File: src/design/led_matrix_pkg.sv
/* geometry and shared types for a 64 x 32 HUB75 panel scanned as 16 row pairs
   framebuffer address is {y, x}; colour is 4 bits per channel, red in the top field */
package led_matrix_pkg;

    localparam int COLUMNS    = 64;
    localparam int SCAN_ROWS  = 16;
    localparam int PANEL_ROWS = 32;
    localparam int COLOR_BITS = 4;
    localparam int FB_DEPTH   = COLUMNS * PANEL_ROWS;

    typedef logic [$clog2(COLUMNS)-1:0]    col_t;
    typedef logic [$clog2(SCAN_ROWS)-1:0]  scan_row_t;
    typedef logic [$clog2(PANEL_ROWS)-1:0] y_t;
    typedef logic [$bits(y_t)+$bits(col_t)-1:0] fb_addr_t;

    typedef struct packed {
        logic [COLOR_BITS-1:0] r;
        logic [COLOR_BITS-1:0] g;
        logic [COLOR_BITS-1:0] b;
    } color_t;

    typedef logic [$clog2(COLOR_BITS)-1:0] plane_t;
    typedef logic [COLOR_BITS-1:0]         plane_mask_t;
    typedef logic [2:0]                    rgb_t;     // [0] red, [1] green, [2] blue

    typedef enum logic [7:0] {
        OP_PIXEL  = 8'h50,  // 'P' x y rg b
        OP_FILL   = 8'h46,  // 'F' rg b
        OP_ENABLE = 8'h45,  // 'E' channel mask
        OP_PLANES = 8'h42   // 'B' plane mask
    } cmd_op_t;

    typedef enum logic {
        REG_RGB_ENABLE   = 1'b0,
        REG_PLANE_ENABLE = 1'b1
    } reg_sel_t;

endpackage
File: src/design/row_fetch_if.sv
`timescale 1ns/1ps
/* four-phase row load between scanner and fetcher
   pixel data is only valid from ack rising until the next req rising */
interface row_fetch_if import led_matrix_pkg::*; ();

    logic      req;
    logic      ack;
    scan_row_t row;           // held stable while req is high
    col_t      column;
    color_t    pixel_top;     // follows column combinationally
    color_t    pixel_bottom;

    modport scan (output req, row, column, input ack, pixel_top, pixel_bottom);

    modport fetch (input req, row, column, output ack, pixel_top, pixel_bottom);

endinterface

File: src/design/matrix_scan.sv
`timescale 1ns/1ps
/* each row pair is fetched, then planes 0..3 are shifted 64 columns each, latched
   and lit for BASE_ON_TIME << plane clocks; oe_n stays high outside the on-time */
module matrix_scan import led_matrix_pkg::*; #(
    parameter int BASE_ON_TIME = 4
) (
    input  logic        clk_root,
    input  logic        rst_n,
    input  rgb_t        rgb_enable,
    input  plane_mask_t plane_enable,
    row_fetch_if.scan   scan,
    output rgb_t        rgb_top,
    output rgb_t        rgb_bottom,
    output scan_row_t   row_addr,
    output logic        pixel_clk,
    output logic        latch,
    output logic        oe_n
);

    localparam int MAX_ON = BASE_ON_TIME * (2 ** (COLOR_BITS - 1));
    localparam int ON_W   = $clog2(MAX_ON + 1);

    typedef enum logic [2:0] {ST_FETCH, ST_DATA, ST_CLK, ST_LATCH, ST_ON} state_t;

    state_t          state;
    scan_row_t       row;       // row pair being loaded and shifted
    plane_t          plane;
    col_t            col;
    logic            req;
    logic [ON_W-1:0] on_cnt;

    // bit p of each channel, gated by channel and plane enables
    function automatic rgb_t shade(color_t px, plane_t p, rgb_t chan_en, plane_mask_t pl_en);
        rgb_t bits;
        bits[0] = px.r[p];
        bits[1] = px.g[p];
        bits[2] = px.b[p];
        return bits & chan_en & {3{pl_en[p]}};
    endfunction

    assign scan.req    = req;
    assign scan.row    = row;
    assign scan.column = col;

    always_ff @(posedge clk_root) begin
        if (!rst_n) begin
            state      <= ST_FETCH;
            row        <= '0;
            plane      <= '0;
            col        <= '0;
            req        <= 1'b0;
            on_cnt     <= '0;
            rgb_top    <= '0;
            rgb_bottom <= '0;
            row_addr   <= '0;
            pixel_clk  <= 1'b0;
            latch      <= 1'b0;
            oe_n       <= 1'b1;
        end else begin
            case (state)
                ST_FETCH: begin
                    if (!req) begin
                        if (!scan.ack) begin
                            req <= 1'b1;    // previous load fully released
                        end
                    end else if (scan.ack) begin
                        req   <= 1'b0;
                        state <= ST_DATA;
                    end
                end
                ST_DATA: begin
                    rgb_top    <= shade(scan.pixel_top, plane, rgb_enable, plane_enable);
                    rgb_bottom <= shade(scan.pixel_bottom, plane, rgb_enable, plane_enable);
                    pixel_clk  <= 1'b0;
                    state      <= ST_CLK;
                end
                ST_CLK: begin
                    pixel_clk <= 1'b1;
                    col       <= col + 1'b1;    // wraps to 0 after the last column
                    state     <= (col == col_t'(COLUMNS - 1)) ? ST_LATCH : ST_DATA;
                end
                ST_LATCH: begin
                    pixel_clk <= 1'b0;
                    latch     <= 1'b1;
                    row_addr  <= row;
                    on_cnt    <= ON_W'(BASE_ON_TIME << plane);
                    state     <= ST_ON;
                end
                default: begin
                    latch <= 1'b0;
                    if (on_cnt == '0) begin
                        oe_n  <= 1'b1;
                        plane <= plane + 1'b1;
                        if (plane == plane_t'(COLOR_BITS - 1)) begin
                            row   <= row + 1'b1;
                            state <= ST_FETCH;
                        end else begin
                            state <= ST_DATA;
                        end
                    end else begin
                        oe_n   <= 1'b0;     // weighted on-time
                        on_cnt <= on_cnt - 1'b1;
                    end
                end
            endcase
        end
    end

endmodule

File: src/flat_wrapper.sv
// flat-port wrapper written by rule: the top's interface ports become plain ports
module matrix_scan_flat import led_matrix_pkg::*;
#(
    parameter int BASE_ON_TIME = 4
)
  (clk_root, rst_n, rgb_enable, plane_enable, rgb_top, rgb_bottom, row_addr, pixel_clk, latch, oe_n, scan_req, scan_row, scan_column, scan_ack, scan_pixel_top, scan_pixel_bottom);
  row_fetch_if scan_i ();
  input  logic clk_root;
  input  logic rst_n;
  input  rgb_t rgb_enable;
  input  plane_mask_t plane_enable;
  output rgb_t rgb_top;
  output rgb_t rgb_bottom;
  output scan_row_t row_addr;
  output logic pixel_clk;
  output logic latch;
  output logic oe_n;
  output wire logic [$bits(scan_i.req)-1:0] scan_req;
  output wire logic [$bits(scan_i.row)-1:0] scan_row;
  output wire logic [$bits(scan_i.column)-1:0] scan_column;
  input wire logic [$bits(scan_i.ack)-1:0] scan_ack;
  input wire logic [$bits(scan_i.pixel_top)-1:0] scan_pixel_top;
  input wire logic [$bits(scan_i.pixel_bottom)-1:0] scan_pixel_bottom;
  assign scan_req = scan_i.req;
  assign scan_row = scan_i.row;
  assign scan_column = scan_i.column;
  assign scan_i.ack = scan_ack;
  assign scan_i.pixel_top = scan_pixel_top;
  assign scan_i.pixel_bottom = scan_pixel_bottom;
  matrix_scan #(.BASE_ON_TIME(BASE_ON_TIME)) u_core (.clk_root(clk_root), .rst_n(rst_n), .rgb_enable(rgb_enable), .plane_enable(plane_enable), .scan(scan_i), .rgb_top(rgb_top), .rgb_bottom(rgb_bottom), .row_addr(row_addr), .pixel_clk(pixel_clk), .latch(latch), .oe_n(oe_n));
endmodule
File: config.mk
export PLATFORM = sky130hd
export DESIGN_NAME = matrix_scan_flat
export DESIGN_NICKNAME = d
export VERILOG_FILES = /design/src/design/led_matrix_pkg.sv /design/src/design/row_fetch_if.sv /design/src/design/matrix_scan.sv /design/src/flat_wrapper.sv
export SDC_FILE = /design/constraint.sdc
export NUM_CORES = 1
export LEC_CHECK = 0
export ABC_AREA = 1
export BUFFER_PORTS_ARGS = -buffer_cell sky130_fd_sc_hd__buf_2
export CAP_MARGIN = 5
export CORE_MARGIN = 10
export CORE_UTILIZATION = 35
export DETAILED_ROUTE_END_ITERATION = 8
export GPL_TIMING_DRIVEN = 1
export PLACE_DENSITY = 0.56
export SETUP_SLACK_MARGIN = 0.15
export SYNTH_ARGS = -nofsm -noshare
export SYNTH_HDL_FRONTEND = slang
export SYNTH_SLANG_ARGS = --single-unit
export TNS_END_PERCENT = 1
File: constraint.sdc
create_clock -name clk_root -period 1.3 [get_ports clk_root]
set_input_delay 0.065 -clock clk_root [delete_from_list [all_inputs] [get_ports clk_root]]
set_output_delay 0.065 -clock clk_root [all_outputs]
set_load 0.05 [all_outputs]
==> results of run 1 <==
cell usage after synthesis, drive strengths merged:
library cell  count
nand2            61
o21a              1
dfxtp            35
nor2             45
o21ai            25
a311oi            1
clkbuf            1
clkinv            1
nor3b             1
buf               7
nand4             2
nor3              2
xnor2             1
nand3            23
ha                8
xor2              3
inv              30
a21oi            26
power by group through the flow:
stage,combinational [mW],clock (mW),sequential (mW)
2_1_floorplan,0.519,0,1.53
3_5_place_dp,0.976,0,1.31
3_3_place_gp,0.979,0,1.31
5_1_grt,1.14,0.783,1.31
4_1_cts,1.01,0.741,1.29
6_report,1.02,0.707,1.29
placed cells by master, fill, tap and decap left out, types with 2 or more instances in the layout:
| cell | count |
|---|---|
| o21ai_0 | 16 |
| buf_2 | 58 |
| nand3_1 | 20 |
| nand2_2 | 5 |
| a21oi_1 | 23 |
| o21ai_1 | 8 |
| dfxtp_4 | 2 |
| xor2_1 | 3 |
| buf_4 | 15 |
| a21oi_2 | 3 |
| nand2_4 | 2 |
| inv_2 | 5 |
| nor2_2 | 2 |
| inv_4 | 2 |
| nor3_1 | 2 |
| nand3_2 | 2 |
| ha_1 | 7 |
| dfxtp_1 | 21 |
| nand2_1 | 54 |
| clkbuf_8 | 5 |
| nor2_1 | 36 |
| dfxtp_2 | 12 |
| inv_1 | 23 |
| nor2_4 | 7 |
| nand4_1 | 2 |
final timing paths:
| kind | from | end | cells past startpoint |
|---|---|---|---|
| setup / recovery | u_core.on_cnt[1]$_SDFFE_PN0P_ | u_core.on_cnt[4]$_SDFFE_PN0P_ | 9 |
| hold / removal | rgb_enable[2] | u_core.rgb_top[2]$_SDFFE_PN0N_ | 3 |
| setup reg to reg | u_core.on_cnt[1]$_SDFFE_PN0P_ | u_core.on_cnt[4]$_SDFFE_PN0P_ | 9 |
| hold reg to reg | u_core.rgb_top[1]$_SDFFE_PN0N_ | u_core.rgb_top[1]$_SDFFE_PN0N_ | 2 |
final cells by class:
type,instances,share of cell area (%)
inverters,31,4.80
flip-flops and latches,35,28.6
clock buffers,6,2.87
repair buffers,76,17.4
multi-input cells,199,42.9
well taps,70,3.46
metrics by stage:
step           hold slack [ns]  power [mW]  utilization, %
2_1_floorplan            0.180        2.05               -
3_3_place_gp             0.297        2.29            44.5
3_5_place_dp             0.299        2.29            44.5
4_1_cts                 0.0483        3.05            48.4
5_1_grt                 0.0546        3.23            48.9
6_report                0.0512        3.01            48.9
state kept, by name (all words and copies together) (netlist names):
name,count
u_core.pixel_clk,1
u_core.state,3
u_core.oe_n,1
u_core.rgb_top,3
u_core.plane,2
u_core.rgb_bottom,3
u_core.scan.column,6
u_core.on_cnt,6
u_core.row_addr,4
u_core.latch,1
u_core.scan.row,4
u_core.scan.req,1
worst max-delay path: cells and delay by family (launching register included):
kind,cells,cell delay (ns)
AND/OR/NAND/NOR,5,0.38
flip-flops,1,0.33
buffers and inverters,3,0.22
adder cells (fa/ha/maj),1,0.16
kinds of logic (layout without fill, tap and decap cells):
| logic type | after synthesis | after routing | share of synthesized area, % |
|---|---|---|---|
| AND/OR/NAND/NOR | 134 | 134 | 32.5 |
| AO/OA/AOI/OAI | 53 | 53 | 14.7 |
| flip-flops | 35 | 35 | 37.0 |
| adder cells (fa/ha/maj) | 8 | 8 | 5.28 |
| XOR/XNOR | 4 | 4 | 1.85 |
| buffers and inverters | 39 | 113 | 8.65 |
timing repair:
| action | in CTS | in global routing |
|---|---|---|
| pin swaps | 4 | 3 |
| gates resized for setup | 22 | 8 |
| buffers inserted | 7 | 1 |
| hold endpoints to repair | 1 | 0 |
| endpoints found under the setup margin | 30 | 26 |
| cloned | 1 | 0 |
| hold buffers | 1 | 0 |
per-layer routing:
layer | global-route usage, % | vias up | routed length, um
li1 | - | 1032 | -
met1 | 13.5 | 816 | 2390
met2 | 18.4 | 47 | 2120
met3 | 5.12 | 6 | 351
met4 | 4.18 | 0 | 77
met5 | 0 | - | 0
==> run metrics, run 1 <==
Final min period=1.21 ns; clk sinks=35; Num CTS Buffers=5; CTS tree=yes; WL per Instance=11.8 um; Worst Setup Path Type=reg2reg; post-synth top area share=37.0%; number of vias per cell=4.56; leakage power=1.24 nW; Yosys top cell by area=dfxtp_1; Design Area, Final=2530 um^2; Filler Cell Count=537; Critical Path Sink Type=flop; normalized max-slew margin=72.6%; initial core utilization=36.6%; crit path max fanout=6; RePlAce Congestion=0.770; Clock Skew=0.00157 ns; Routed Antenna Nets=0; RSZ-0062 raised after global routing=yes; CP required=1.48 ns; Net Sw Power=1.14 mW; Placement Cell Area=2300 um^2; DRC viols=0; Reg clk slew, reported paths=0.06 ns; Hold Crit Class=in2reg; I/O pins=58; Finished Layout Cells=417; dpl ws=0.0118 ns; Synth area leaders=dfxtp_1, nand2_1, nor2_1; First DRT Iteration DRCs=62; Max-Cap Viols=0; layout cell share with drive strength beyond 1=36.0%; #FFs+latches synth=35; worst skew pair latency=0.28 ns; Reg power frac=42.9%; core area=5170 um^2; vias in the first global route=1899; power per cell area=1190 nW/um^2; crit-path most repeated cell=nand3_1; Multi-input gate area=1080 um^2; Comb power frac=33.7%; syn nets=315; H-Tree Depth=2; Die H=93.6 um; CP max-delay cell=dfxtp_2; sum of negative setup slack=0 ns; Fin. Hold Viols=0; crit-path cells=inv_2 > ha_4 > nand3_4 > nand2_4 > buf_4 > nand3_1 > nand3_1 > nand2_1 > inv_1; Mapped Area=1890 um^2; via count=1901; worst stage delay on the critical path=0.33 ns; die width=93.6 um; initial antenna violation count=0; Internal=1.87 mW; CTS Root Cell=clkbuf_8; clock network fraction of total power=23.5%; fmax=827 MHz; Mapped Cells=273; arrival time worst endpoint=1.39 ns; placed insts=401; Worst setup SP type=flop; grt ovf=0; Final Setup Violations=0; Tcrit/Tclk final=93.0%; Worst VDD drop=0.394 mV; syn_area_per_cell=6.94 um^2; Die ar.=8760 um^2; status=finished, final reports clean; R2R Setup Slk=0.09 ns; # rows=26; register area=723 um^2; Cell variety after synth=29; nets=390; antenna cells=0; 1st-pass router iterations=5; largest net degree at the start of global routing=19; GRT Util Overall=11.6%; Slew Limit Fails=0; Ys Warns=0; Port Buffers=57; DP HPWL=3.75 mm; first-pass GRT wire length=8.38 mm; Area Overhead vs Synth=33.5%; setup ws final=0.0915 ns; Routed WL=4.93 mm; clock buffer depth=2; Sw Share=37.8%; register area share after synthesis=37.0%; Worst Tran Pin Value=0.408 ns
(Power assumes the default switching activity.)
==> run 2: changes to the inputs <==
--- a/config.mk
+++ b/config.mk
@@ -9,10 +9,10 @@
 export BUFFER_PORTS_ARGS = -buffer_cell sky130_fd_sc_hd__buf_2
 export CAP_MARGIN = 5
 export CORE_MARGIN = 10
-export CORE_UTILIZATION = 35
+export CORE_UTILIZATION = 25
 export DETAILED_ROUTE_END_ITERATION = 8
 export GPL_TIMING_DRIVEN = 1
-export PLACE_DENSITY = 0.56
+export PLACE_DENSITY = 0.43
 export SETUP_SLACK_MARGIN = 0.15
 export SYNTH_ARGS = -nofsm -noshare
 export SYNTH_HDL_FRONTEND = slang
==> run 2 against run 1 <==
  * Total power is 3.2% higher
  * Final area grew 5.7%
  * First-iteration DRC count down 18%
  * Critical endpoint is now u_core.state[0]$_SDFFE_PN0P_
  * Cell count increased by 6.2%
  * Clock skew rose by 0.0024 ns
  * Setup slack got worse by 0.022 ns
  * Wire length is 8.8% higher
  * Utilization is 12 points lower
  * Worst hold slack improved by 0.0025 ns
  * Sequential share of layout area down 1.8 points
  * Sequential power about the same
  * Clock-buffer cell count stayed put
==> run metrics, run 2 (synthesized netlist as in run 1, its figures left out) <==
via count=1891 (-0.53%); CP max-delay cell=dfxtp_2; antenna cells=0 (unchanged); Routed Antenna Nets=0 (unchanged); largest net degree at the start of global routing=19 (unchanged); layout cell share with drive strength beyond 1=38.4% (+2.3 points); R2R Setup Slk=0.07 ns (-0.02 ns); crit-path cells=inv_4 > ha_4 > nand3_4 > nand2_8 > inv_8 > nor2_4 > nand2_1 > nand2_1 > nor2_1; normalized max-slew margin=72.7% (+0.12 points); Worst setup SP type=flop; Final Setup Violations=0 (unchanged); I/O pins=58 (unchanged); busiest grt layer=met2; Worst Setup Path Type=reg2reg; GRT Util Overall=9.30% (-2.3 points); status=finished, final reports clean; CTS Root Cell=clkbuf_8; Hold Startpoint=rgb_enable[0]; clock buffer depth=2 (unchanged); initial core utilization=26.0% (-11 points); Final min period=1.23 ns (+0.0219 ns); CP top delay family=simple AND/OR/NAND/NOR gates; arrival time worst endpoint=1.41 ns (+0.02 ns); Num CTS Buffers=5 (unchanged); crit path max fanout=8 (+2); first-pass GRT wire length=8.78 mm (+4.8%); Area Overhead vs Synth=41.1%; number of vias per cell=4.27 (-6.4%); crit-path most repeated cell=nand2_1; hold path cells=3 (unchanged); DRC viols=0 (unchanged); met1 usage=11.2% (-2.3 points); leakage power=1.24 nW (+0.51%); RR Endpoint=u_core.state[0]$_SDFFE_PN0P_; WHS Endpoint=u_core.rgb_bottom[0]$_SDFFE_PN0N_; First DRT Iteration DRCs=51 (-18%); DP HPWL=4.24 mm (+13%); Max-Cap Viols=0 (unchanged); worst skew pair latency=0.28 ns (about the same); Critical Path Sink Type=flop; core area=7290 um^2 (+41%); Filler Cell Count=828 (+54%); fin util=36.7% (-12 points); CP required=1.48 ns (about the same); Fin. Hold Viols=0 (unchanged); Worst Hold Slack=0.0537 ns (+0.00252 ns); RR Startpoint=u_core.on_cnt[1]$_SDFFE_PN0P_; worst stage delay on the critical path=0.34 ns (about the same); M2 GR Usage=14.6% (-3.8 points); CTS tree=yes; Port Buffers=57 (unchanged); clk sinks=35 (unchanged); dpl ws=0.00959 ns (-0.00222 ns); most frequent cells in the layout=buf_2, nand2_1, nor2_1; nets=387 (-0.77%); RePlAce Congestion=0.740 (-3.8%); grt ovf=0 (unchanged); H-Tree Depth=2 (unchanged); placed insts=433 (+8.0%); Routed WL=5.37 mm (+8.8%); Die ar.=11500 um^2 (+31%); Hold Crit Class=in2reg; 1st-pass router iterations=4 (-1); power per cell area=1160 nW/um^2 (-2.4%); setup ws final=0.0696 ns (-0.0219 ns); Clock Skew=0.00397 ns (+0.00241 ns); initial antenna violation count=0 (unchanged); total power=3.11 mW (+3.2%); cell depth of the worst flop-to-flop path=9 (unchanged); Reg clk slew, reported paths=0.07 ns (about the same); most common cell after layout, fill and taps aside=buf_2; Die H=107 um (+14%); RSZ-0062 raised after global routing=yes; Slew Limit Fails=0 (unchanged); worst path bufs/invs=2 (-1); Tcrit/Tclk final=94.6% (+1.7 points); Worst VDD drop=0.422 mV (+7.0%); WL per Instance=12.1 um (+2.4%); Finished Layout Cells=443 (+6.2%); die width=107 um (+14%); Worst Tran Pin Value=0.406 ns (-0.00178 ns); fmax=813 MHz (-1.8%); met3 usage=3.23% (-1.9 points); vias in the first global route=1890 (-0.47%); # rows=31 (+19%)
## run 2: timing repair
action	CTS	global route
setup buffers	0	1
gates cloned	0	2
resized for setup	16	41
endpoints found under the hold margin	1	0
hold buffers	1	0
pin swaps	2	36
setup endpoints to repair	25	27
## run 2: per-layer routing
metal,wire [um],share of wire [%]
met1,2510,47
met5,0,0
met3,312,5.8
met4,92,1.7
met2,2450,46
## run 2: report_power, final
part / internal, mW / switching [mW]
clock: 0.357 / 0.366
combinational: 0.375 / 0.730
sequential: 1.18 / 0.102
## run 2: tightest hold or removal path: stages
cell and delay, ns:
buf_2 0.10, nand3_1 0.07, a21oi_1 0.05
## run 2: how the worst max path moves through the flow
stage / slack [ns] / cells past startpoint / start / endpoint
floorplan: 0.09 / 9 / u_core.on_cnt[0]$_SDFFE_PN0P_ / u_core.state[0]$_SDFFE_PN0P_
global placement: 0.05 / 6 / u_core.on_cnt[2]$_SDFFE_PN0P_ / u_core.plane[1]$_SDFFE_PN0P_
detailed placement: 0.01 / 9 / u_core.on_cnt[0]$_SDFFE_PN0P_ / u_core.state[0]$_SDFFE_PN0P_
CTS: 0.09 / 7 / u_core.state[2]$_SDFFE_PN0P_ / u_core.on_cnt[1]$_SDFFE_PN0P_
global route: -0.02 / 8 / u_core.plane[0]$_SDFFE_PN0P_ / u_core.rgb_top[2]$_SDFFE_PN0N_
finish: 0.07 / 9 / u_core.on_cnt[1]$_SDFFE_PN0P_ / u_core.state[0]$_SDFFE_PN0P_
## run 2: cell type report
class | count | area (um^2) | share of cell area (%)
Multi-Input combinational cell | 199 | 1160 | 43.4
Sequential cell | 35 | 717 | 26.8
Timing Repair Buffer | 73 | 463 | 17.3
Inverter | 31 | 136 | 5.10
Tap cell | 99 | 124 | 4.63
Clock buffer | 6 | 72.6 | 2.71
## run 2: per-stage QoR
stage,setup TNS [ns],instance area (um^2)
global route,-0.0165,2670
CTS,0,2500
global placement,0,2370
finish,0,2670
floorplan,0,1910
detailed placement,0,2370
==> run 3: changes to the inputs <==
==> constraint.sdc (replaced) <==
create_clock -name clk_root -period 1.3 [get_ports clk_root]
set_input_delay 0.065 -clock clk_root [delete_from_list [all_inputs] [get_ports clk_root]]
set_output_delay 0.065 -clock clk_root [all_outputs]
set_load 0.02 [all_outputs]
==> run 3 against run 2 <==
  * Utilization increased by 1.4 points
  * First-iteration DRC count increased by 65%
  * Die area unchanged
  * Non-clock buffer count increased by 6
  * Clock-buffer cell count decreased by 1
  * Largest cell class unchanged
==> run metrics, run 3 (synthesized netlist as in run 1, its figures left out) <==
dpl ws=0.0491 ns (+0.0395 ns); crit-path most repeated cell=nor2_4; via count=1887 (-0.21%); Design Area, Final=2770 um^2 (+3.7%); CTS tree=yes; Finished Layout Cells=451 (+1.8%); Tcrit/Tclk final=94.0% (-0.64 points); Worst Setup Path Type=reg2reg; Worst VDD drop=0.499 mV (+18%); grt ovf=0 (unchanged); met2 WL=2.43 mm (-0.98%); vias in the first global route=1921 (+1.6%); Routed Antenna Nets=0 (unchanged); WL met3=327 um (+4.8%); WL per Instance=11.8 um (-2.7%); Num CTS Buffers=5 (unchanged); CTS Root Cell=clkbuf_8; crit path max fanout=6 (-2); RSZ-0062 raised after global routing=yes; layout cell share with drive strength beyond 1=41.8% (+3.4 points); DRC viols=0 (unchanged); status=finished, final reports clean; First DRT Iteration DRCs=84 (+65%); die width=107 um (unchanged); most frequent cells in the layout=buf_2, nand2_1, nor2_1; setup ws final=0.0779 ns (+0.00829 ns); worst skew pair latency=0.29 ns (about the same); Worst Tran Pin Value=0.390 ns (-0.0164 ns); worst stage delay on the critical path=0.38 ns (+0.04 ns); Final Setup Violations=0 (unchanged); Reg clk slew, reported paths=0.08 ns (about the same); DP HPWL=4.09 mm (-3.5%); GRT Util Overall=9.28% (-0.019 points); Routed WL=5.32 mm (-0.93%); total power=3.49 mW (+12%); clk sinks=35 (unchanged); Placement Cell Area=2370 um^2 (-0.26%); arrival time worst endpoint=1.45 ns (+0.04 ns); 1st-pass router iterations=4 (unchanged); initial antenna violation count=0 (unchanged); leakage power=1.31 nW (+5.2%); Hold Crit Class=in2reg; normalized max-slew margin=73.8% (+1.1 points); Clock Skew=0.00496 ns (+0.000983 ns); met1 wire length=2.48 mm (-1.4%); Filler Cell Count=819 (-1.1%); most common cell after layout, fill and taps aside=buf_2; power per cell area=1260 nW/um^2 (+8.1%); Max-Cap Viols=0 (unchanged); Critical Path Sink Type=flop; Area Overhead vs Synth=46.4%; core area=7290 um^2 (unchanged); Multi-input gate area=1160 um^2 (+0.11%); Die H=107 um (unchanged); largest net degree at the start of global routing=21 (+2); Fin. Hold Viols=0 (unchanged); I/O pins=58 (unchanged); first-pass GRT wire length=8.81 mm (+0.40%); RePlAce Congestion=0.764 (+3.2%); Die ar.=11500 um^2 (unchanged); worst path bufs/invs=1 (-1); max layer used=met4; # rows=31 (unchanged); antenna cells=0 (unchanged); register area=722 um^2 (+0.70%); CP required=1.53 ns (+0.05 ns); nets=393 (+1.6%); clock buffer depth=2 (unchanged); CP top delay family=simple AND/OR/NAND/NOR gates; Worst setup SP type=flop; number of vias per cell=4.18 (-2.0%); CP max-delay cell=dfxtp_4; Slew Limit Fails=0 (unchanged); placed insts=433 (unchanged); H-Tree Depth=2 (unchanged); Final min period=1.22 ns (-0.00829 ns); Port Buffers=57 (unchanged); fmax=818 MHz (+0.68%); initial core utilization=26.0% (unchanged); crit-path cells=inv_4 > nand2_4 > nor2_4 > nand2_2 > nor2_4 > nand3_2 > a21oi_2
==> run 3: changes by cell type in the layout (fill, tap and decap cells not counted), sizes merged <==
cell	delta
clkinvlp	+1
buf	+7
clkbuf	-2
bufinv	+2
==> run 3: layout make-up <==
type	instances	area share, %
multi-input combinational	199	41.9
sequential	35	26.0
timing repair buffer	79	18.0
inverter	31	4.65
tap	99	4.47
clock buffer	5	2.48
clock inverter	3	2.44
==> run 3: power breakdown <==
part	total, mW	leakage, nW	switching, mW	internal [mW]
Clock	1.20	0.0644	0.431	0.765
Sequential	1.29	0.289	0.101	1.19
Combinational	1.00	0.955	0.582	0.419
==> run 3: path summary, 6_finish.rpt <==
| path | end | cells after the start | slack (ns) | from |
|---|---|---|---|---|
| min | u_core.rgb_bottom[2]$_SDFFE_PN0N_ | 3 | 0.04 | rgb_enable[2] |
| max | u_core.rgb_bottom[2]$_SDFFE_PN0N_ | 7 | 0.08 | u_core.state[2]$_SDFFE_PN0P_ |
| min reg2reg | u_core.rgb_bottom[1]$_SDFFE_PN0N_ | 2 | 0.46 | u_core.rgb_bottom[1]$_SDFFE_PN0N_ |
| max reg2reg | u_core.rgb_bottom[2]$_SDFFE_PN0N_ | 7 | 0.08 | u_core.state[2]$_SDFFE_PN0P_ |
==> run 3: through the flow <==
step	hold slack, ns	utilization, %	TNS (ns)
final	0.0437	38.0	0
after global routing	0.0448	38.0	-0.0482
after CTS	0.0327	35.6	0
after detailed placement	0.296	32.5	0
after global placement	0.289	32.5	0
after floorplan	0.180	-	0
==> run 3: metal layers <==
| layer | track usage, % | vias up |
|---|---|---|
| li1 | - | 1034 |
| met1 | 10.7 | 804 |
| met2 | 15.1 | 44 |
| met3 | 3.53 | 5 |
| met4 | 3.77 | 0 |
| met5 | 0 | - |
==> run 3: worst min-delay path: stages <==
cell	delay [ns]
buf_2	0.11
nand3_2	0.07
a21oi_2	0.05
==> run 3: what timing repair did <==
item | in CTS | in global routing
hold endpoints to repair | 1 | 0
pin swaps | 3 | 18
buffers inserted | 3 | 5
cloned | 0 | 1
endpoints found under the setup margin | 25 | 26
hold buffers | 1 | 0
gates resized for setup | 16 | 42
