<file path="src/design/led_matrix_pkg.sv">
/* geometry and shared types for a 64 x 32 HUB75 panel scanned as 16 row pairs
   framebuffer address is {y, x}; colour is 4 bits per channel, red in the top field */
package led_matrix_pkg;

    localparam int COLUMNS    = 64;
    localparam int SCAN_ROWS  = 16;
    localparam int PANEL_ROWS = 32;
    localparam int COLOR_BITS = 4;
    localparam int FB_DEPTH   = COLUMNS * PANEL_ROWS;

    typedef logic [$clog2(COLUMNS)-1:0]    col_t;
    typedef logic [$clog2(SCAN_ROWS)-1:0]  scan_row_t;
    typedef logic [$clog2(PANEL_ROWS)-1:0] y_t;
    typedef logic [$bits(y_t)+$bits(col_t)-1:0] fb_addr_t;

    typedef struct packed {
        logic [COLOR_BITS-1:0] r;
        logic [COLOR_BITS-1:0] g;
        logic [COLOR_BITS-1:0] b;
    } color_t;

    typedef logic [$clog2(COLOR_BITS)-1:0] plane_t;
    typedef logic [COLOR_BITS-1:0]         plane_mask_t;
    typedef logic [2:0]                    rgb_t;     // [0] red, [1] green, [2] blue

    typedef enum logic [7:0] {
        OP_PIXEL  = 8'h50,  // 'P' x y rg b
        OP_FILL   = 8'h46,  // 'F' rg b
        OP_ENABLE = 8'h45,  // 'E' channel mask
        OP_PLANES = 8'h42   // 'B' plane mask
    } cmd_op_t;

    typedef enum logic {
        REG_RGB_ENABLE   = 1'b0,
        REG_PLANE_ENABLE = 1'b1
    } reg_sel_t;

endpackage
</file>
<file path="src/design/row_fetch_if.sv">
`timescale 1ns/1ps
/* four-phase row load between scanner and fetcher
   pixel data is only valid from ack rising until the next req rising */
interface row_fetch_if import led_matrix_pkg::*; ();

    logic      req;
    logic      ack;
    scan_row_t row;           // held stable while req is high
    col_t      column;
    color_t    pixel_top;     // follows column combinationally
    color_t    pixel_bottom;

    modport scan (output req, row, column, input ack, pixel_top, pixel_bottom);

    modport fetch (input req, row, column, output ack, pixel_top, pixel_bottom);

endinterface

</file>
<file path="src/design/row_fetch.sv">
`timescale 1ns/1ps
/* copies row pair {row, row + 16} into two line buffers on req
   req to ack takes 2 * COLUMNS + 2 clocks; buffers must not be read before ack */
module row_fetch import led_matrix_pkg::*; (
    input  logic       clk_root,
    input  logic       rst_n,
    output fb_addr_t   rd_addr,
    input  color_t     rd_data,
    row_fetch_if.fetch fetch
);

    localparam int IDX_W = $clog2(2 * COLUMNS);

    typedef enum logic [1:0] {ST_IDLE, ST_READ, ST_DRAIN, ST_ACK} state_t;

    state_t           state;
    logic [IDX_W-1:0] rd_idx;     // top bit selects the bottom half
    logic [IDX_W-1:0] wr_idx;
    logic             rd_valid;
    logic             ack;
    color_t           line_top [COLUMNS];
    color_t           line_bottom [COLUMNS];

    // y = {half, row}, so the half bit lands above the row pair index
    assign rd_addr = {rd_idx[IDX_W-1], fetch.row, rd_idx[IDX_W-2:0]};

    assign fetch.ack          = ack;
    assign fetch.pixel_top    = line_top[fetch.column];
    assign fetch.pixel_bottom = line_bottom[fetch.column];

    always_ff @(posedge clk_root) begin
        if (!rst_n) begin
            state    <= ST_IDLE;
            rd_idx   <= '0;
            rd_valid <= 1'b0;
            ack      <= 1'b0;
        end else begin
            rd_valid <= (state == ST_READ);
            case (state)
                ST_IDLE: begin
                    rd_idx <= '0;
                    if (fetch.req) begin
                        state <= ST_READ;
                    end
                end
                ST_READ: begin
                    rd_idx <= rd_idx + 1'b1;
                    if (rd_idx == IDX_W'(2 * COLUMNS - 1)) begin
                        state <= ST_DRAIN;
                    end
                end
                ST_DRAIN: begin
                    ack   <= 1'b1;    // last word is written this clock
                    state <= ST_ACK;
                end
                default: begin
                    if (!fetch.req) begin
                        ack   <= 1'b0;
                        state <= ST_IDLE;
                    end
                end
            endcase
        end
    end

    // write side trails the read address by the RAM latency
    always_ff @(posedge clk_root) begin
        wr_idx <= rd_idx;
        if (rd_valid) begin
            if (wr_idx[IDX_W-1]) begin
                line_bottom[wr_idx[IDX_W-2:0]] <= rd_data;
            end else begin
                line_top[wr_idx[IDX_W-2:0]] <= rd_data;
            end
        end
    end

endmodule

</file>
<file path="src/flat_wrapper.sv">
// flat-port wrapper written by rule: the top's interface ports become plain ports
module row_fetch_flat import led_matrix_pkg::*;
  (clk_root, rst_n, rd_addr, rd_data, fetch_req, fetch_row, fetch_column, fetch_ack, fetch_pixel_top, fetch_pixel_bottom);
  row_fetch_if fetch_i ();
  input  logic clk_root;
  input  logic rst_n;
  output fb_addr_t rd_addr;
  input  color_t rd_data;
  input wire logic [$bits(fetch_i.req)-1:0] fetch_req;
  input wire logic [$bits(fetch_i.row)-1:0] fetch_row;
  input wire logic [$bits(fetch_i.column)-1:0] fetch_column;
  output wire logic [$bits(fetch_i.ack)-1:0] fetch_ack;
  output wire logic [$bits(fetch_i.pixel_top)-1:0] fetch_pixel_top;
  output wire logic [$bits(fetch_i.pixel_bottom)-1:0] fetch_pixel_bottom;
  assign fetch_i.req = fetch_req;
  assign fetch_i.row = fetch_row;
  assign fetch_i.column = fetch_column;
  assign fetch_ack = fetch_i.ack;
  assign fetch_pixel_top = fetch_i.pixel_top;
  assign fetch_pixel_bottom = fetch_i.pixel_bottom;
  row_fetch u_core (.clk_root(clk_root), .rst_n(rst_n), .rd_addr(rd_addr), .rd_data(rd_data), .fetch(fetch_i));
endmodule
</file>
<file path="config.mk">
export PLATFORM = sky130hd
export DESIGN_NAME = row_fetch_flat
export DESIGN_NICKNAME = d
export VERILOG_FILES = /design/src/design/led_matrix_pkg.sv /design/src/design/row_fetch_if.sv /design/src/design/row_fetch.sv /design/src/flat_wrapper.sv
export SDC_FILE = /design/constraint.sdc
export NUM_CORES = 1
export LEC_CHECK = 0
export BUFFER_PORTS_ARGS = -buffer_cell sky130_fd_sc_hd__buf_2
export CORE_MARGIN = 8
export CORE_UTILIZATION = 50
export DETAILED_ROUTE_END_ITERATION = 10
export GPL_ROUTABILITY_DRIVEN = 1
export GPL_TIMING_DRIVEN = 0
export PLACE_DENSITY = 0.65
export SYNTH_ARGS = -nofsm -noshare
export SYNTH_HDL_FRONTEND = slang
export SYNTH_SLANG_ARGS = --single-unit
</file>
<file path="constraint.sdc">
create_clock -name clk_root -period 5.4 [get_ports clk_root]
set_input_delay 0.54 -clock clk_root [delete_from_list [all_inputs] [get_ports clk_root]]
set_output_delay 0.54 -clock clk_root [all_outputs]
set_load 0.005 [all_outputs]
</file>
==> results of run 1 <==
per-stage QoR:
step / hold WS [ns] / instance area [µm²]
5_1_grt: 0.0558 / 67600
2_1_floorplan: 0.385 / 59900
3_3_place_gp: 0.400 / 62200
3_5_place_dp: 0.406 / 62600
6_report: 0.0838 / 67600
4_1_cts: 0.0336 / 67500
layout by cell type, fill, tap and decap left out, types with 6 or more instances in the layout:
cell type / synthesis / final
sky130_fd_sc_hd__bufinv_16: 0 / 9
sky130_fd_sc_hd__buf_16: 0 / 12
sky130_fd_sc_hd__a22oi_1: 76 / 76
sky130_fd_sc_hd__mux4_2: 319 / 319
sky130_fd_sc_hd__and3_1: 21 / 21
sky130_fd_sc_hd__o22ai_1: 64 / 64
sky130_fd_sc_hd__inv_1: 13 / 13
sky130_fd_sc_hd__buf_2: 46 / 87
sky130_fd_sc_hd__clkinv_1: 0 / 35
sky130_fd_sc_hd__nand3b_1: 8 / 8
sky130_fd_sc_hd__and2_1: 6 / 6
sky130_fd_sc_hd__a31oi_1: 38 / 38
sky130_fd_sc_hd__mux2i_1: 221 / 221
sky130_fd_sc_hd__buf_4: 30 / 44
sky130_fd_sc_hd__nor2b_1: 12 / 12
sky130_fd_sc_hd__a21o_1: 20 / 20
sky130_fd_sc_hd__nand3_1: 8 / 8
sky130_fd_sc_hd__nor2_1: 147 / 143
sky130_fd_sc_hd__clkbuf_16: 0 / 164
sky130_fd_sc_hd__o21ai_0: 45 / 45
sky130_fd_sc_hd__buf_6: 11 / 17
sky130_fd_sc_hd__dfxtp_1: 18 / 18
sky130_fd_sc_hd__o31ai_1: 20 / 15
sky130_fd_sc_hd__nand2_1: 22 / 22
sky130_fd_sc_hd__clkbuf_1: 71 / 99
sky130_fd_sc_hd__edfxtp_1: 1536 / 1536
sky130_fd_sc_hd__clkinv_2: 0 / 30
power breakdown:
part / leakage, nW / internal [mW] / switching [mW] / total, mW
logic: 5.28 / 0.489 / 0.958 / 1.45
clock network: 2.42 / 6.01 / 4.45 / 10.5
registers: 13.9 / 13.3 / 0.0185 / 13.3
cells in the mapped netlist:
master and instances:
sky130_fd_sc_hd__a21o_1 20, sky130_fd_sc_hd__o21ai_0 45, sky130_fd_sc_hd__o22ai_1 64, sky130_fd_sc_hd__or3b_1 5, sky130_fd_sc_hd__nand3b_2 1, sky130_fd_sc_hd__a311oi_1 2
sky130_fd_sc_hd__dfxtp_1 18, sky130_fd_sc_hd__or2_2 1, sky130_fd_sc_hd__nor2b_1 12, sky130_fd_sc_hd__nor3_1 5, sky130_fd_sc_hd__nor3b_1 3, sky130_fd_sc_hd__nand3_1 8
sky130_fd_sc_hd__edfxtp_1 1536, sky130_fd_sc_hd__ha_1 5, sky130_fd_sc_hd__mux2i_1 221, sky130_fd_sc_hd__clkbuf_4 1, sky130_fd_sc_hd__a21boi_0 1, sky130_fd_sc_hd__inv_1 13
sky130_fd_sc_hd__a31oi_1 38, sky130_fd_sc_hd__o31ai_1 20, sky130_fd_sc_hd__buf_2 46, sky130_fd_sc_hd__mux2_1 2, sky130_fd_sc_hd__a221oi_1 1, sky130_fd_sc_hd__a41oi_1 1
sky130_fd_sc_hd__and3_1 21, sky130_fd_sc_hd__nand4_1 2, sky130_fd_sc_hd__nand2_1 22, sky130_fd_sc_hd__a22oi_1 76, sky130_fd_sc_hd__a21oi_1 5, sky130_fd_sc_hd__buf_6 11
sky130_fd_sc_hd__a211oi_1 3, sky130_fd_sc_hd__mux2_2 5, sky130_fd_sc_hd__and2_1 6, sky130_fd_sc_hd__clkbuf_1 71, sky130_fd_sc_hd__buf_1 3, sky130_fd_sc_hd__buf_4 30
sky130_fd_sc_hd__or3_1 2, sky130_fd_sc_hd__nor2_1 147, sky130_fd_sc_hd__nand3b_1 8, sky130_fd_sc_hd__mux4_2 319, sky130_fd_sc_hd__nand2b_1 4
worst max path at each step:
stage	start	to	slack (ns)	cells after the start
2_1_floorplan	fetch_column[0]	fetch_pixel_bottom[10]	2.64	8
5_1_grt	fetch_column[4]	fetch_pixel_bottom[7]	0.35	8
4_1_cts	fetch_column[2]	fetch_pixel_bottom[0]	0.51	8
3_5_place_dp	fetch_column[2]	fetch_pixel_bottom[0]	0.51	8
6_report	fetch_column[2]	fetch_pixel_bottom[0]	0.31	8
3_3_place_gp	fetch_column[2]	fetch_pixel_bottom[0]	0.52	8
sequential cells by signal, summed over array words and instances (netlist names):
register	flops
u_core.line_bottom	768
u_core.line_top	768
u_core.rd_valid	1
u_core.fetch.ack	1
u_core.state	2
u_core.rd_idx	7
u_core.wr_idx	7
cell families after synthesis:
family                     Yosys count  synth area share
buffers and inverters              175            0.0152
AOI/OAI and AO/OA                  276            0.0305
adders and majority gates            5           0.00104
and+or+nand+nor                    247            0.0190
DFF                               1554             0.776
muxes                              547             0.158
area by class of cell:
cell class,count,area (µm²)
inverter,13,48.8
antenna,1,2.50
timing repair buffer,73,708
clock buffer,196,4260
buffer,162,865
sequential,1554,46500
clock inverter,86,666
fill,8662,51700
multi-input combinational,1075,12500
tap,1612,2020
routing by layer:
metal,global-route usage,share of wire,up-vias
met5,0,0.00026,-
met4,0.101,0.047,6
met3,0.0484,0.080,332
met2,0.384,0.49,1447
met1,0.297,0.38,15600
li1,-,-,12200
worst max-delay path, cell delays in order:
cell and delay, ns:
sky130_fd_sc_hd__buf_2 0.20, sky130_fd_sc_hd__buf_2 0.44, sky130_fd_sc_hd__clkbuf_1 1.03, sky130_fd_sc_hd__mux4_2 0.42, sky130_fd_sc_hd__o22ai_1 0.15, sky130_fd_sc_hd__o31ai_1 1.26, sky130_fd_sc_hd__and3_1 0.33, sky130_fd_sc_hd__buf_2 0.14
==> qor.log, run 1 <==
[clocking] number of hold-repair buffers added at the cts stage 0
[timing] # setup viols final 0
[synthesis] cell types occupying the most area after synthesis sky130_fd_sc_hd__edfxtp_1 77%, sky130_fd_sc_hd__mux4_2 12%, sky130_fd_sc_hd__mux2i_1 3.7%
[clocking] buffer levels on the longest clock path 3
[timing] setup repair after global routing missed its margin false
[detailed_routing] detailed-route DRC error count 0
[setup_path] type of element launching the critical path primary input
[run_status] run status finished with violations
[setup_path] critical path required time 4.86 ns
[placed_design] worst slack at placement 0.506 ns
[synthesis] post-synthesis cell type count 41
[clocking] CTS H-tree depth 4
[hold_path] Worst Hold End u_core.rd_idx[5]$_SDFFE_PN0P_
[floorplan] starting density of the core 0.502
[detailed_routing] via-per-instance ratio 6.21
[setup_path] Crit Reg-Reg Startpoint u_core.wr_idx[0]$_DFF_P_
[clocking] CTS root buf sky130_fd_sc_hd__clkbuf_16
[timing] share of the clock period used by the worst path after layout 0.942
[timing] maximum operating frequency 0.197 GHz
[setup_path] endpoint of the most critical register-to-register path u_core.line_top[55][0]$_DFFE_PP_
[job] number of maximum-capacitance constraint violations 1
[setup_path] flop-to-flop setup slack 1.40 ns
[clocking] CTS Sinks 1554
[setup_path] maximum fanout encountered on the critical timing path 10
[detailed_routing] final routed wire length divided by cell count 32.0 µm
[timing] final slew viol count 2
[clocking] number of gates given a new drive strength after cts 0
[timing] endpoints failing hold 0
[setup_path] worst-case reg-to-reg path depth 5
[floorplan] Die Footprint 131000 µm²
[timing] min setup slack post-route 0.313 ns
[floorplan] Chip Width 362 µm
[synthesis] post-synthesis sequential element count 1554
[clocking] TritonCTS buffer count 155
[synthesis] Avg Inst Size Synth 21.4 µm²
[timing] clock period minus final worst setup slack 5.09 ns
[placed_design] final weighted congestion in routability-driven placement 0.853
[detailed_routing] ANT nets after route 0
[hold_path] worst min-delay path startpoint rst_n
[timing] Setup Skew 0.0221 ns
[synthesis] Syn Inst Count 2804
[setup_path] arrival time worst endpoint 4.55 ns
[finish] Final nets 3064
[global_routing] number of antenna violations at the first check in global routing 13
[detailed_routing] violation count after the first detailed-routing iteration 3658
[synthesis] proportion of synthesized chip area in sequential cells 0.776
[global_routing] pin count of the biggest net entering global routing 97
[synthesis] post-synth design cell area 59900 µm²
[hold_path] worst min-delay path class primary input to register
[synthesis] synthesized net count 2834
[global_routing] total overflow reported by the global router 0
[timing] accumulated negative setup slack 0 ns
[power] Static Leak 21.6 nW
[clocking] CTS clock-pin slew for the worst setup and hold paths 0.06 ns
[timing] slew at the pin with the worst max-slew slack 1.55 ns
[floorplan] die extent in y 362 µm
[floorplan] area of the placeable core 119000 µm²
[finish] area growth from synthesis to final layout 12.8%
[setup_path] category of the critical setup timing path primary input to primary output
[detailed_routing] total detailed-routing wirelength 153000 µm
[power] total power divided by cell area 373 nW/µm²
[clocking] setup bufs post-CTS 0
[placed_design] post-DP HPWL 98700 µm
[synthesis] number of warnings printed during yosys synthesis 0
[global_routing] wire length of the first global-routing pass 217000 µm
[detailed_routing] Pre-Repair DR Iteration Count 8
[hold_path] hold path cells 2
[placed_design] number of placed instances with taps included 4481
[power] VDD IR-drop max 0.000306 V
[floorplan] number of top-level pins 61
[synthesis] area share of the largest cell type after synthesis 0.770
[power] total power draw 25.2 mW
[detailed_routing] Vias 29600
[timing] Relative slew margins -0.0398
[placed_design] port bufs 53
[floorplan] number of placement rows 127
[setup_path] endpoint class of the critical path primary output
[synthesis] library cell with the largest summed area after synthesis sky130_fd_sc_hd__edfxtp_1
[clocking] Clock Latency Late Sink 0.76 ns
[global_routing] total routing resource utilization after global routing 0.231
[run_status] violated checks max-capacitance violations, max-slew violations
[finish] Finished Core Util 0.566
[finish] post-route non-filler standard cell count 4772
[finish] share of final-layout standard cells stronger than drive strength 1 0.226
[global_routing] via count of the first global-routing pass 30200
[clocking] clock tree from TritonCTS built
No activity file was read; power rests on OpenSTA's default activity.
==> run 2, diff against run 1 <==
--- a/config.mk
+++ b/config.mk
@@ -7,11 +7,11 @@
 export LEC_CHECK = 0
 export BUFFER_PORTS_ARGS = -buffer_cell sky130_fd_sc_hd__buf_2
 export CORE_MARGIN = 8
-export CORE_UTILIZATION = 50
+export CORE_UTILIZATION = 28
 export DETAILED_ROUTE_END_ITERATION = 10
 export GPL_ROUTABILITY_DRIVEN = 1
-export GPL_TIMING_DRIVEN = 0
-export PLACE_DENSITY = 0.65
+export GPL_TIMING_DRIVEN = 1
+export PLACE_DENSITY = 0.42
 export SYNTH_ARGS = -nofsm -noshare
 export SYNTH_HDL_FRONTEND = slang
 export SYNTH_SLANG_ARGS = --single-unit
==> qor.log, run 2 (synthesis results as in run 1) <==
[floorplan] number of placement rows 169
[placed_design] final weighted congestion in routability-driven placement 0.760
[floorplan] Chip Width 479 µm
[timing] slew at the pin with the worst max-slew slack 1.33 ns
[clocking] CTS root buf sky130_fd_sc_hd__clkbuf_16
[global_routing] wire length of the first global-routing pass 233000 µm
[clocking] CTS Sinks 1554
[timing] clock period minus final worst setup slack 4.27 ns
[setup_path] Crit Reg-Reg Startpoint u_core.wr_idx[4]$_DFF_P_
[clocking] setup bufs post-CTS 0
[hold_path] Worst Hold End u_core.rd_idx[6]$_SDFFE_PN0P_
[timing] Relative slew margins 0.112
[detailed_routing] detailed-route DRC error count 0
[setup_path] flop-to-flop setup slack 2.33 ns
[power] Flop pwr share 0.519
[placed_design] post-DP HPWL 102000 µm
[setup_path] endpoint of the most critical register-to-register path u_core.line_bottom[31][7]$_DFFE_PP_
[setup_path] worst-case reg-to-reg path depth 4
[timing] smallest hold slack 0.0788 ns
[timing] # setup viols final 0
[run_status] run status complete, no violations
[finish] post-route non-filler standard cell count 6009
[global_routing] via count of the first global-routing pass 30100
[global_routing] pin count of the biggest net entering global routing 87
[setup_path] endpoint class of the critical path primary output
[power] net switching power of the design 5.66 mW
[global_routing] total routing resource utilization after global routing 0.141
[timing] Setup Skew 0.0339 ns
[timing] share of the clock period used by the worst path after layout 0.791
[finish] Final nets 3081
[detailed_routing] Pre-Repair DR Iteration Count 6
[setup_path] most repeated library cell on the critical path sky130_fd_sc_hd__buf_12
[power] VDD IR-drop max 0.000291 V
[power] net switching fraction of the power 0.221
[finish] most common cell after layout, fill and taps aside sky130_fd_sc_hd__edfxtp_1
[global_routing] total overflow reported by the global router 0
[placed_design] number of placed instances with taps included 5703
[floorplan] number of top-level pins 61
[detailed_routing] total detailed-routing wirelength 165000 µm
[timing] maximum operating frequency 0.234 GHz
[timing] min setup slack post-route 1.13 ns
[finish] share of final-layout standard cells stronger than drive strength 1 0.253
[detailed_routing] ANT nets after route 0
[setup_path] maximum fanout encountered on the critical timing path 76
[floorplan] starting density of the core 0.282
[clocking] buffer levels on the longest clock path 3
[hold_path] worst min-delay path startpoint rst_n
[clocking] CTS H-tree depth 4
[power] Static Leak 22.1 nW
[floorplan] Die Footprint 229000 µm²
[timing] accumulated negative setup slack 0 ns
[hold_path] hold path cells 2
[clocking] Clock Latency Late Sink 0.83 ns
[finish] area growth from synthesis to final layout 16.4%
[clocking] number of hold-repair buffers added at the cts stage 0
[detailed_routing] via-per-instance ratio 4.77
[power] part of the total power dissipated in the clock network 0.425
[power] portion of total power attributed to combinational logic 0.055
[placed_design] standard cell area after detailed placement 64500 µm²
[floorplan] area of the placeable core 212000 µm²
[finish] sequential cell area 46500 µm²
[detailed_routing] Vias 28700
[finish] Multi-input gate area 12500 µm²
[job] number of maximum-capacitance constraint violations 0
[clocking] CTS clock-pin slew for the worst setup and hold paths 0.06 ns
[power] total power divided by cell area 368 nW/µm²
[timing] final slew viol count 0
[setup_path] CP cell instances buf_8 > buf_12 > buf_12 > mux4_2 > o22ai_1 > o31ai_1 > and3_1 > buf_2
[detailed_routing] final routed wire length divided by cell count 27.5 µm
[setup_path] category of the critical setup timing path primary input to primary output
[setup_path] cell with the largest stage delay on the worst path sky130_fd_sc_hd__o31ai_1
[clocking] number of gates given a new drive strength after cts 0
[finish] final standard cell area without fillers 69700 µm²
[floorplan] die extent in y 479 µm
[placed_design] worst slack at placement 1.19 ns
[power] Pint 20.0 mW
[setup_path] critical path required time 4.86 ns
[setup_path] arrival time worst endpoint 3.73 ns
[hold_path] worst min-delay path class primary input to register
[finish] fillcell total 20100
[clocking] TritonCTS buffer count 165
[finish] commonest non-fill, non-tap cells in the layout 1536 x sky130_fd_sc_hd__edfxtp_1, 319 x sky130_fd_sc_hd__mux4_2, 221 x sky130_fd_sc_hd__mux2i_1, 191 x sky130_fd_sc_hd__buf_4, 168 x sky130_fd_sc_hd__clkbuf_16
[detailed_routing] violation count after the first detailed-routing iteration 2526
[timing] setup repair after global routing missed its margin false
[placed_design] port bufs 52
[setup_path] type of element launching the critical path primary input
[timing] endpoints failing hold 0
[global_routing] number of antenna violations at the first check in global routing 12
[clocking] clock tree from TritonCTS built
[setup_path] stage delay of the slowest cell on the critical path 0.81 ns
## run 2: worst max-delay path by stage
stage,start,endpoint,slack [ns],cells after the start
floorplan,fetch_column[0],fetch_pixel_bottom[10],2.64,8
global placement,fetch_column[3],fetch_pixel_bottom[10],1.17,7
detailed placement,fetch_column[3],fetch_pixel_bottom[10],1.19,7
CTS,fetch_column[3],fetch_pixel_bottom[10],1.19,7
global route,fetch_column[0],fetch_pixel_top[0],1.00,8
finish,fetch_column[0],fetch_pixel_top[0],1.13,8
## run 2: cell type report
cell class,instances,share of cell area
sequential,1554,0.667
inverter,13,0.000700
antenna,3,0.000108
clock buffer,202,0.0621
timing repair buffer,242,0.0272
clock inverter,99,0.0126
multi-input combinational,1075,0.180
tap,2821,0.0506
## run 2: layer usage
layer  GRT usage  vias up  wire (µm)
met5           0        -         41
met4      0.0378        6       3910
met2       0.238      701      81100
met1       0.188    15500      72600
met3      0.0275      213       7820
li1            -    12300          -
## run 2: through the flow
| stage | power, mW | utilization |
|---|---|---|
| 2_1_floorplan | 14.3 | - |
| 3_5_place_dp | 15.0 | 0.304 |
| 6_report | 25.6 | 0.328 |
| 5_1_grt | 26.5 | 0.328 |
| 4_1_cts | 26.0 | 0.328 |
| 3_3_place_gp | 15.0 | 0.304 |
## run 2: power by group through the flow
stage          clock, mW  sequential, mW  combinational (mW)
4_1_cts             11.2            13.3                1.46
6_report            10.9            13.3                1.42
3_5_place_dp           0            13.6                1.46
2_1_floorplan          0            13.6               0.735
5_1_grt             11.6            13.3                1.51
3_3_place_gp           0            13.6                1.43
## run 2: worst max-delay path, delay by kind of cell
family / cells / cell delay [ns]
buf+inv: 4 / 1.32
simple gates: 1 / 0.42
compound gates: 2 / 0.90
mux: 1 / 0.36
==> run 3, diff against run 2 <==
--- a/config.mk
+++ b/config.mk
@@ -5,6 +5,7 @@
 export SDC_FILE = /design/constraint.sdc
 export NUM_CORES = 1
 export LEC_CHECK = 0
+export ABC_AREA = 1
 export BUFFER_PORTS_ARGS = -buffer_cell sky130_fd_sc_hd__buf_2
 export CORE_MARGIN = 8
 export CORE_UTILIZATION = 28
==> constraint.sdc (replaced) <==
create_clock -name clk_root -period 4.1 [get_ports clk_root]
set_input_delay 0.41 -clock clk_root [delete_from_list [all_inputs] [get_ports clk_root]]
set_output_delay 0.41 -clock clk_root [all_outputs]
set_load 0.005 [all_outputs]
==> qor.log, run 3 <==
[clocking] CTS clock-pin slew for the worst setup and hold paths 0.06 ns
[finish] commonest non-fill, non-tap cells in the layout 1962 x sky130_fd_sc_hd__nand2_1, 1536 x sky130_fd_sc_hd__edfxtp_1, 1302 x sky130_fd_sc_hd__nand3_1, 183 x sky130_fd_sc_hd__buf_4, 175 x sky130_fd_sc_hd__clkbuf_16
[setup_path] category of the critical setup timing path primary input to primary output
[timing] Relative slew margins 0.122
[timing] smallest hold slack 0.0701 ns
[synthesis] synthesized net count 5416
[clocking] Clock Latency Late Sink 0.79 ns
[setup_path] type of element launching the critical path primary input
[clocking] CTS Sinks 1554
[finish] final standard cell area without fillers 73300 µm²
[clocking] clock tree from TritonCTS built
[floorplan] area of the placeable core 225000 µm²
[timing] accumulated negative setup slack 0 ns
[synthesis] Syn Inst Count 5386
[power] VDD IR-drop max 0.000442 V
[finish] sequential cell area 46500 µm²
[timing] final slew viol count 0
[synthesis] library cell with the largest summed area after synthesis sky130_fd_sc_hd__edfxtp_1
[synthesis] post-synth design cell area 63400 µm²
[timing] share of the clock period used by the worst path after layout 0.896
[global_routing] total routing resource utilization after global routing 0.164
[finish] share of final-layout standard cells stronger than drive strength 1 0.107
[synthesis] Avg Inst Size Synth 11.8 µm²
[setup_path] endpoint class of the critical path primary output
[synthesis] top post-synthesis cells by count 1964 x sky130_fd_sc_hd__nand2_1, 1536 x sky130_fd_sc_hd__edfxtp_1, 1306 x sky130_fd_sc_hd__nand3_1
[timing] endpoints failing hold 0
[run_status] run status complete, no violations
[detailed_routing] total detailed-routing wirelength 205000 µm
[synthesis] area share of the largest cell type after synthesis 0.728
[timing] maximum operating frequency 0.272 GHz
[timing] min setup slack post-route 0.426 ns
[finish] most common cell after layout, fill and taps aside sky130_fd_sc_hd__nand2_1
[clocking] CTS H-tree depth 4
[setup_path] critical path required time 3.69 ns
[synthesis] post-synthesis cell type count 28
[synthesis] top_reg_cell synth sky130_fd_sc_hd__edfxtp_1
[timing] clock period minus final worst setup slack 3.67 ns
[synthesis] number of warnings printed during yosys synthesis 0
[global_routing] number of antenna violations at the first check in global routing 4
[hold_path] worst min-delay path class primary input to register
[synthesis] share of async-settable or async-resettable flops after synthesis 0
[detailed_routing] violation count after the first detailed-routing iteration 3325
[floorplan] number of top-level pins 61
[clocking] CTS root buf sky130_fd_sc_hd__clkbuf_16
[timing] # setup viols final 0
[placed_design] final weighted congestion in routability-driven placement 0.785
[timing] Setup Skew 0.0195 ns
[detailed_routing] Vias 41100
[detailed_routing] Pre-Repair DR Iteration Count 5
[power] total power draw 34.6 mW
[synthesis] number of enable flip-flop cells after synthesis 1536
[placed_design] port bufs 52
[clocking] TritonCTS buffer count 168
[synthesis] post-synthesis sequential element count 1554
[detailed_routing] detailed-route DRC error count 0
[floorplan] number of placement rows 174
[floorplan] starting density of the core 0.282
[finish] fillcell total 22500
[power] Static Leak 25.6 nW
[timing] slew at the pin with the worst max-slew slack 1.31 ns
[floorplan] die extent in y 492 µm
[synthesis] cell types occupying the most area after synthesis sky130_fd_sc_hd__edfxtp_1 73%, sky130_fd_sc_hd__nand2_1 12%, sky130_fd_sc_hd__nand3_1 10%
[synthesis] proportion of synthesized chip area in sequential cells 0.733
[clocking] buffer levels on the longest clock path 3
[power] total power divided by cell area 472 nW/µm²
[placed_design] post-DP HPWL 117000 µm
[placed_design] standard cell area after detailed placement 68100 µm²
[synthesis] library cell with the highest instance count after synthesis sky130_fd_sc_hd__nand2_1
[global_routing] pin count of the biggest net entering global routing 122
[detailed_routing] via-per-instance ratio 4.78
[global_routing] wire length of the first global-routing pass 295000 µm
[floorplan] Die Footprint 242000 µm²
[setup_path] maximum fanout encountered on the critical timing path 59
[floorplan] Chip Width 492 µm
[finish] Multi-input gate area 15300 µm²
[detailed_routing] ANT nets after route 0
[finish] area growth from synthesis to final layout 15.6%
[global_routing] via count of the first global-routing pass 39400
[finish] Final nets 5492
[detailed_routing] final routed wire length divided by cell count 23.8 µm
[placed_design] worst slack at placement 0.444 ns
[setup_path] arrival time worst endpoint 3.26 ns
[global_routing] total overflow reported by the global router 0
[job] number of maximum-capacitance constraint violations 0
[timing] setup repair after global routing missed its margin false
==> run 3: cell types whose count changed after synthesis, moves of 23 or more <==
cell	delta
sky130_fd_sc_hd__buf_4	+23
sky130_fd_sc_hd__o22ai_1	-64
sky130_fd_sc_hd__nor2_1	-120
sky130_fd_sc_hd__mux4_2	-319
sky130_fd_sc_hd__a31oi_1	-38
sky130_fd_sc_hd__nor3_1	+112
sky130_fd_sc_hd__a22oi_1	-75
sky130_fd_sc_hd__o21ai_0	-41
sky130_fd_sc_hd__buf_2	+137
sky130_fd_sc_hd__nand3_1	+1298
sky130_fd_sc_hd__mux2i_1	-221
sky130_fd_sc_hd__nand2_1	+1942
==> run 3: report_power, final <==
| group | total [mW] | switching [mW] | internal, mW |
|---|---|---|---|
| Sequential | 17.6 | 0.0473 | 17.5 |
| Combinational | 2.61 | 2.03 | 0.588 |
| Clock | 14.4 | 6.25 | 8.16 |
==> run 3: worst max-delay path, stage by stage <==
cell                      delay [ns]
sky130_fd_sc_hd__buf_8          0.17
sky130_fd_sc_hd__inv_8          0.37
sky130_fd_sc_hd__buf_12         0.39
sky130_fd_sc_hd__buf_4          0.49
sky130_fd_sc_hd__nand3_1        0.16
sky130_fd_sc_hd__nand3_1        0.10
sky130_fd_sc_hd__nand2_1        0.08
sky130_fd_sc_hd__nand2_1        0.10
sky130_fd_sc_hd__nand3_1        0.19
sky130_fd_sc_hd__nand3_1        0.14
sky130_fd_sc_hd__nand2_1        0.28
sky130_fd_sc_hd__buf_2          0.24
==> run 3: layer usage <==
| layer | routed length, µm | vias up | global-route usage | share of wire |
|---|---|---|---|---|
| li1 | - | 19100 | - | - |
| met5 | 16 | - | 0 | 0.000078 |
| met1 | 96500 | 20700 | 0.237 | 0.47 |
| met3 | 9200 | 240 | 0.0217 | 0.045 |
| met2 | 94000 | 985 | 0.260 | 0.46 |
| met4 | 5020 | 4 | 0.0426 | 0.025 |
==> run 3: final timing paths <==
path | from | end | slack (ns) | cells past startpoint
setup / recovery | fetch_column[1] | fetch_pixel_bottom[1] | 0.43 | 12
hold / removal | rd_data[5] | u_core.line_bottom[51][5]$_DFFE_PP_ | 0.07 | 1
setup reg to reg | u_core.wr_idx[0]$_DFF_P_ | u_core.line_bottom[27][0]$_DFFE_PP_ | 1.14 | 2
hold reg to reg | u_core.rd_idx[5]$_SDFFE_PN0P_ | u_core.wr_idx[5]$_DFF_P_ | 0.40 | 0
==> run 3: area by class of cell <==
type	instances	area share
inverter	29	0.00193
clock inverter	75	0.00762
multi-input combinational	3440	0.210
antenna	3	0.000102
tap	2992	0.0511
clock buffer	221	0.0621
timing repair buffer	269	0.0329
sequential	1554	0.635
==> run 3: stage by stage <==
step	utilization	cells
5_1_grt	0.326	8581
6_report	0.326	8583
3_3_place_gp	0.303	8282
4_1_cts	0.326	8580
3_5_place_dp	0.303	8282
2_1_floorplan	-	5386
==> run 3: cells by family (layout without fill, tap and decap cells) <==
family	after synthesis	in the layout	synth area share
AND/OR/NAND/NOR	3417	3417	0.231
flip-flops	1554	1554	0.733
buffers and inverters	392	594	0.0334
AO/OA/AOI/OAI	18	18	0.00174
adder cells (fa/ha/maj)	5	5	0.000987
other	0	3	0
==> run 3: timing repair <==
item                      in CTS  in global routing
hold endpoints to repair      10                  0
hold buffers                   2                  0
resized for setup              0                  0
setup buffers                  0                  0
